File: src/design/ivmu_pkg.sv
package ivmu_pkg;

    // ==================================================
    // Interrupt and slice sizes
    // ==================================================

    // Number of interrupt lines, one per time slice
    localparam int NUM_IRQ = 16;

    // Width of the slice index and of an interrupt id
    localparam int SLICE_W = 4;

    // Width of a vector address
    localparam int ADDR_W = 32;

    // ==================================================
    // Vector table reset rule
    // ==================================================

    // Entry 0 after reset
    localparam logic [31:0] VEC_BASE = 32'hC000_0000;

    // Byte distance between adjacent entries after reset
    localparam int VEC_STRIDE = 64;

    // Reset value of one table entry
    function automatic logic [ADDR_W-1:0] vec_reset(input int unsigned idx);
        return VEC_BASE + ADDR_W'(idx) * ADDR_W'(VEC_STRIDE);
    endfunction

    // ==================================================
    // Slice timing
    // ==================================================

    // Clock cycles spent on each slice
    localparam int DWELL_CYCLES = 4;

endpackage

File: src/design/irq_pending.sv
module irq_pending (
    input  logic                        clk,
    input  logic                        rst,
    input  logic [ivmu_pkg::NUM_IRQ-1:0] irq_in,
    input  logic                        issue,
    input  logic [ivmu_pkg::SLICE_W-1:0] issue_id,
    output logic [ivmu_pkg::NUM_IRQ-1:0] pending
);

    import ivmu_pkg::*;

    // ==================================================
    // Rising edge detection
    // ==================================================

    // Raw lines as seen on the previous cycle
    logic [NUM_IRQ-1:0] irq_q;

    // One bit per line that went from 0 to 1
    logic [NUM_IRQ-1:0] irq_rise;

    // Bit to retire when the output stage takes a vector
    logic [NUM_IRQ-1:0] clr_mask;

    // Next value of the pending register
    logic [NUM_IRQ-1:0] pending_nxt;

    always_ff @(posedge clk or posedge rst) begin
        if (rst) begin
            irq_q <= '0;
        end else begin
            irq_q <= irq_in;
        end
    end

    // Line high now and low one cycle ago
    assign irq_rise = irq_in & ~irq_q;

    // ==================================================
    // Pending bits
    // ==================================================

    // One-hot of the issued index, empty without an issue pulse
    assign clr_mask = NUM_IRQ'(issue) << issue_id;

    // Clear first, then set
    // A new edge on the issued line keeps its bit pending
    assign pending_nxt = (pending & ~clr_mask) | irq_rise;

    always_ff @(posedge clk or posedge rst) begin
        if (rst) begin
            pending <= '0;
        end else begin
            pending <= pending_nxt;
        end
    end

endmodule

File: src/design/ivmu_top.sv
module ivmu_top (
    input  logic                        clk,
    input  logic                        rst,
    input  logic [ivmu_pkg::NUM_IRQ-1:0] irq_in,
    input  logic                        run,
    input  logic                        tbl_we,
    input  logic [ivmu_pkg::SLICE_W-1:0] tbl_idx,
    input  logic [ivmu_pkg::ADDR_W-1:0]  tbl_data,
    input  logic                        ready,
    output logic [ivmu_pkg::ADDR_W-1:0]  vector_addr,
    output logic [ivmu_pkg::SLICE_W-1:0] irq_id,
    output logic                        valid,
    output logic [ivmu_pkg::SLICE_W-1:0] time_slice
);

    import ivmu_pkg::*;

    // ==================================================
    // Internal wires
    // ==================================================

    // Captured edges waiting for their slice
    logic [NUM_IRQ-1:0] pending;

    // Candidate for the current slice
    logic              cand_valid;
    logic [SLICE_W-1:0] cand_id;
    logic [ADDR_W-1:0]  cand_addr;

    // Retire pulse from the output stage
    logic              issue;
    logic [SLICE_W-1:0] issue_id;

    // ==================================================
    // Blocks
    // ==================================================

    // Edge capture with clear on issue
    irq_pending u_irq_pending (
        .clk      (clk),
        .rst      (rst),
        .irq_in   (irq_in),
        .issue    (issue),
        .issue_id (issue_id),
        .pending  (pending)
    );

    // Slice stepping, also drives the top port
    slice_sequencer u_slice_sequencer (
        .clk        (clk),
        .rst        (rst),
        .run        (run),
        .time_slice (time_slice)
    );

    // Table lookup for the one line allowed in this slice
    vector_table u_vector_table (
        .clk        (clk),
        .rst        (rst),
        .tbl_we     (tbl_we),
        .tbl_idx    (tbl_idx),
        .tbl_data   (tbl_data),
        .pending    (pending),
        .time_slice (time_slice),
        .cand_valid (cand_valid),
        .cand_id    (cand_id),
        .cand_addr  (cand_addr)
    );

    // Registered output with handshake
    vector_out_stage u_vector_out_stage (
        .clk         (clk),
        .rst         (rst),
        .ready       (ready),
        .cand_valid  (cand_valid),
        .cand_id     (cand_id),
        .cand_addr   (cand_addr),
        .valid       (valid),
        .irq_id      (irq_id),
        .vector_addr (vector_addr),
        .issue       (issue),
        .issue_id    (issue_id)
    );

endmodule

File: src/design/slice_sequencer.sv
module slice_sequencer (
    input  logic                        clk,
    input  logic                        rst,
    input  logic                        run,
    output logic [ivmu_pkg::SLICE_W-1:0] time_slice
);

    import ivmu_pkg::*;

    // Dwell counter width, at least one bit
    localparam int DWELL_W = (DWELL_CYCLES > 1) ? $clog2(DWELL_CYCLES) : 1;

    // Last count value before the slice moves on
    localparam logic [DWELL_W-1:0] DWELL_LAST = DWELL_W'(DWELL_CYCLES - 1);

    // ==================================================
    // Dwell and slice counters
    // ==================================================

    // Cycles already spent in the current slice
    logic [DWELL_W-1:0] dwell_cnt;

    // High on the last dwell cycle of a slice
    logic dwell_done;

    assign dwell_done = (dwell_cnt == DWELL_LAST);

    always_ff @(posedge clk or posedge rst) begin
        if (rst) begin
            dwell_cnt  <= '0;
            time_slice <= '0;
        end else if (run) begin
            if (dwell_done) begin
                dwell_cnt  <= '0;
                // Natural wrap from 15 back to 0
                time_slice <= time_slice + 1'b1;
            end else begin
                dwell_cnt <= dwell_cnt + 1'b1;
            end
        end
        // Both counters hold while run is low
    end

endmodule

File: src/design/vector_out_stage.sv
module vector_out_stage (
    input  logic                        clk,
    input  logic                        rst,
    input  logic                        ready,
    input  logic                        cand_valid,
    input  logic [ivmu_pkg::SLICE_W-1:0] cand_id,
    input  logic [ivmu_pkg::ADDR_W-1:0]  cand_addr,
    output logic                        valid,
    output logic [ivmu_pkg::SLICE_W-1:0] irq_id,
    output logic [ivmu_pkg::ADDR_W-1:0]  vector_addr,
    output logic                        issue,
    output logic [ivmu_pkg::SLICE_W-1:0] issue_id
);

    // ==================================================
    // Valid/ready output register
    // ==================================================

    // Register is free when empty or when the consumer takes it now
    logic load;

    assign load = ~valid | ready;

    always_ff @(posedge clk or posedge rst) begin
        if (rst) begin
            valid       <= 1'b0;
            irq_id      <= '0;
            vector_addr <= '0;
        end else if (load) begin
            valid       <= cand_valid;
            irq_id      <= cand_id;
            vector_addr <= cand_addr;
        end
        // Stalled output holds address and id
    end

    // ==================================================
    // Issue back to the pending bits
    // ==================================================

    // A real candidate is captured this cycle
    assign issue = load & cand_valid;

    // Index of the bit to retire
    assign issue_id = cand_id;

endmodule

File: src/design/vector_table.sv
module vector_table (
    input  logic                        clk,
    input  logic                        rst,
    input  logic                        tbl_we,
    input  logic [ivmu_pkg::SLICE_W-1:0] tbl_idx,
    input  logic [ivmu_pkg::ADDR_W-1:0]  tbl_data,
    input  logic [ivmu_pkg::NUM_IRQ-1:0] pending,
    input  logic [ivmu_pkg::SLICE_W-1:0] time_slice,
    output logic                        cand_valid,
    output logic [ivmu_pkg::SLICE_W-1:0] cand_id,
    output logic [ivmu_pkg::ADDR_W-1:0]  cand_addr
);

    import ivmu_pkg::*;

    // ==================================================
    // Vector registers
    // ==================================================

    // One programmable vector per interrupt line
    logic [ADDR_W-1:0] vec_q [NUM_IRQ];

    // Reset loads base plus index times stride
    // A strobe rewrites one entry, visible from the next cycle
    always_ff @(posedge clk or posedge rst) begin
        if (rst) begin
            for (int i = 0; i < NUM_IRQ; i++) begin
                vec_q[i] <= vec_reset(i);
            end
        end else if (tbl_we) begin
            vec_q[tbl_idx] <= tbl_data;
        end
    end

    // ==================================================
    // Slice masking and candidate selection
    // ==================================================

    // One-hot of the current slice
    logic [NUM_IRQ-1:0] slice_mask;

    // Pending bits that fall inside the slice, at most one set
    logic [NUM_IRQ-1:0] masked_irq;

    assign slice_mask = NUM_IRQ'(1) << time_slice;
    assign masked_irq = pending & slice_mask;

    // Any survivor is the candidate
    assign cand_valid = |masked_irq;

    // The only possible survivor sits at the slice index
    assign cand_id = time_slice;

    // Zero address when nothing is pending in this slice
    always_comb begin
        cand_addr = '0;
        if (cand_valid) begin
            cand_addr = vec_q[time_slice];
        end
    end

endmodule

File: config.mk
export PLATFORM = sky130hd
export DESIGN_NAME = ivmu_top
export DESIGN_NICKNAME = d
export VERILOG_FILES = /design/src/design/ivmu_pkg.sv /design/src/design/irq_pending.sv /design/src/design/ivmu_top.sv /design/src/design/slice_sequencer.sv /design/src/design/vector_out_stage.sv /design/src/design/vector_table.sv
export SDC_FILE = /design/constraint.sdc
export NUM_CORES = 1
export LEC_CHECK = 0
export BUFFER_PORTS_ARGS = -buffer_cell sky130_fd_sc_hd__buf_2
export CAP_MARGIN = 20
export CORE_MARGIN = 1.5
export CORE_UTILIZATION = 30
export CTS_CLUSTER_DIAMETER = 40
export CTS_CLUSTER_SIZE = 30
export DETAILED_ROUTE_END_ITERATION = 10
export PLACE_DENSITY = 0.46
export SLEW_MARGIN = 20
export SYNTH_ARGS = -nofsm -noshare
export SYNTH_HDL_FRONTEND = slang
export SYNTH_SLANG_ARGS = --single-unit
File: constraint.sdc
create_clock -name clk -period 20.2 [get_ports clk]
set_clock_uncertainty 0.1 [all_clocks]
set_input_delay 2.02 -clock clk [delete_from_list [all_inputs] [get_ports clk]]
set_output_delay 2.02 -clock clk [all_outputs]
set_load 0.005 [all_outputs]
==> flow_summary.yaml <==
outcome:
  outcome: "complete, no violations"
global_routing:
  grt_first_pass_wirelength_um: 104500
  grtUsageTotal: 0.1599
  antenna_found_initial: 5
  grt_overflow: 0
  grt_pass1_vias: 16190
  grt_max_degree: 142
logic_synthesis:
  synth_warnings: 0
  avgSynthCellArea_um2: 15.91
  ys_seq_area_frac: 0.5709
  synth_top_area_cell: "dfrtp_1"
  ys_ff_latch: 587
  yosysUniqueCellTypes: 35
  syn_inst: 1626
  synth_top_area_frac: 0.5059
  synth_area_leaders: "dfrtp_1, mux2_2, mux4_2, dfstp_2, a22oi_1"
  synthesis.area_um2: 25870
  syn_nets: 1690
setup_path:
  critical_path_arrival_ns: 5.37
  critical_path_peak_fanout: 141
  cp_slowest_stage_delay_ns: 0.88
  slowest_stage: "buf_4"
  r2r-start: "u_slice_sequencer.time_slice[1]"
  path_cells: "buf_2, clkinv_8, buf_4, buf_4, buf_4"
  rrSetupSlack_ns: 16.59
  cp.required_ns: 20.73
  cpMostUsedCell: "buf_4"
  critPathTopFamily: "buffers and inverters"
  path_class: "in2async"
  startpoint_type: "input pin"
  crit_start: "rst"
  end_kind: "asynchronous set/reset pin"
  timing.rr.end: "u_irq_pending.pending[12]"
  reg2reg_depth: 8
  cp-endpoint: "u_vector_table.vec_q[207]"
  crit_buf_inv: 5
  crit_cells: 5
min_path:
  hp-class: "reg2reg"
  min_path_cells: 1
floorplanning:
  start_util: 0.3034
  die-height_um: 296.7
  die-area_um2: 88010
  fp.dieW_um: 296.7
  core_area_um2: 85280
  io_pins: 98
  rows: 107
placed_design:
  place.gp.congestion: 0.6909
  portBuffers: 97
  dpl.cell_count: 2756
  dp_hpwl_um: 34930
detailed_routing:
  first_iter_violations: 764
  ant_nets: 0
  wl_per_cell_um: 23.13
  viasPerCell: 4.948
  first_pass_iters: 4
  drc_errors: 0
  num_vias: 14640
  wirelength_um: 68440
timing:
  fin_crit_sh: 0.2398
  setup_violations: 0
  drv_slew: 0
  worst_slew_pin_slew_ns: 0.9936
  rsz0062_at_grt: "false"
  holdWs_ns: 0.3775
  hold_violations: 0
  min_period_ns: 4.843
  setup_total_negative_slack_ns: 0
  slew-limit-headroom: 0.3376
  fmax_ghz: 0.2065
clock_network:
  cts_buffers: 108
  cts_resized: 0
  numClockSinks: 587
  cts_setup_buffers: 0
  path_clk_slew_ns: 0.05
  clockBufferDepth: 3
  cts_hold_buf: 0
  cts_max_level: 3
  tritoncts: "done"
  clock_latency_ns: 0.63
  clockRootBuffer: "clkbuf_16"
finish:
  fin_cells: 2959
  fin_util: 0.3678
  final_common_cell: "dfrtp_1"
  final_cell_mix: "dfrtp_1, mux2_2, mux4_2"
  area.growth.synth_to_final_pct: 21.24
  final_nets: 1787
  layout-drive-gt1-share: 0.5557
  fillers: 8100
power:
  powerDensity_nw_per_um2: 150.2
  ir_drop_mv: 0.1000
  p_leak_nw: 13.24
job:
  maxCapViolations: 0
final cells by class:
type / count / area, µm² / share of cell area
diodes: 1 / 2.502 / 0.00007978
clock buffers: 135 / 2988 / 0.09526
clock inverters: 66 / 849.6 / 0.02709
inverters: 6 / 35.03 / 0.001117
multi-input cells: 891 / 10520 / 0.3354
flip-flops and latches: 587 / 14780 / 0.4711
well taps: 1144 / 1431 / 0.04563
repair buffers: 129 / 762.0 / 0.02429
where the power goes:
part	internal, W	leakage, nW	switching, W	total, W
registers	0.00149	7.05	0.000155	0.00164
logic	0.000631	4.32	0.000560	0.00119
clock network	0.00126	1.86	0.000617	0.00188
how the worst min path moves through the flow:
stage	from	endpoint	slack [ns]
final	u_vector_table.vec_q[400]	u_vector_table.vec_q[400]	0.38
after floorplan	u_vector_table.vec_q[389]	u_vector_table.vec_q[389]	0.35
after detailed placement	u_vector_table.vec_q[386]	u_vector_table.vec_q[386]	0.37
after CTS	u_vector_table.vec_q[389]	u_vector_table.vec_q[389]	0.38
after global placement	u_vector_table.vec_q[389]	u_vector_table.vec_q[389]	0.36
after global routing	u_vector_table.vec_q[397]	u_vector_table.vec_q[397]	0.40
cell families (layout without fill, tap and decap cells):
kind of cell	count (synthesis)	after routing	synth area share
muxes	645	645	0.3373
xor gates and xnor gates	2	2	0.0006772
adders and majority gates	7	7	0.003385
AOI/OAI and AO/OA	126	126	0.03913
other	0	1	0
DFF	587	587	0.5709
and+or+nand+nor	111	111	0.02099
buffers and inverters	148	336	0.02761
state kept, by name, indices dropped and copies added (netlist names):
name,flops
u_vector_table.vec_q,512
u_vector_out_stage.vector_addr,32
u_irq_pending.irq_q,16
u_irq_pending.pending,16
u_slice_sequencer.time_slice,4
u_vector_out_stage.irq_id,4
u_slice_sequencer.dwell_cnt,2
u_vector_out_stage.valid,1
metrics by stage:
| step | power, W | instance area, µm² | setup slack (ns) |
|---|---|---|---|
| 5_1_grt | 0.004963 | 31360 | 14.83 |
| 6_report | 0.004711 | 31370 | 15.36 |
| 2_1_floorplan | 0.002526 | 25870 | 1.760 |
| 3_3_place_gp | 0.002842 | 27500 | 14.50 |
| 4_1_cts | 0.004788 | 31340 | 15.03 |
| 3_5_place_dp | 0.002875 | 27500 | 14.35 |
per-layer routing:
layer  global-route usage  up-vias  part of all wire
li1                     -     6322                 -
met1               0.2179     7983              0.46
met2               0.2622      223              0.48
met3              0.02593      108             0.036
met4              0.04691        6             0.020
met5                    0        -           0.00039
cell usage after synthesis (all sizes together):
cell type / n
a21oi: 1
a221oi: 3
a222oi: 4
a22o: 32
a22oi: 65
a41oi: 15
and2: 2
buf: 72
clkbuf: 70
dfrtp: 523
dfstp: 64
ha: 7
inv: 6
mux2: 517
mux4: 128
nand2: 42
nand2b: 20
nand3: 2
nand3b: 1
nand4: 1
nor2: 18
nor2b: 23
o21ai: 6
or2: 1
or3: 1
xnor2: 2
worst reg2reg max path, stage by stage (launching register included):
cell and delay [ns]:
dfrtp_4 0.59, buf_12 0.54, ha_1 0.40, a222oi_1 0.11, mux2_2 0.31, a221oi_4 0.50, buf_6 0.26, buf_4 0.45
a41oi_1 0.21
Note: power is estimated with default switching activity, not from simulation.
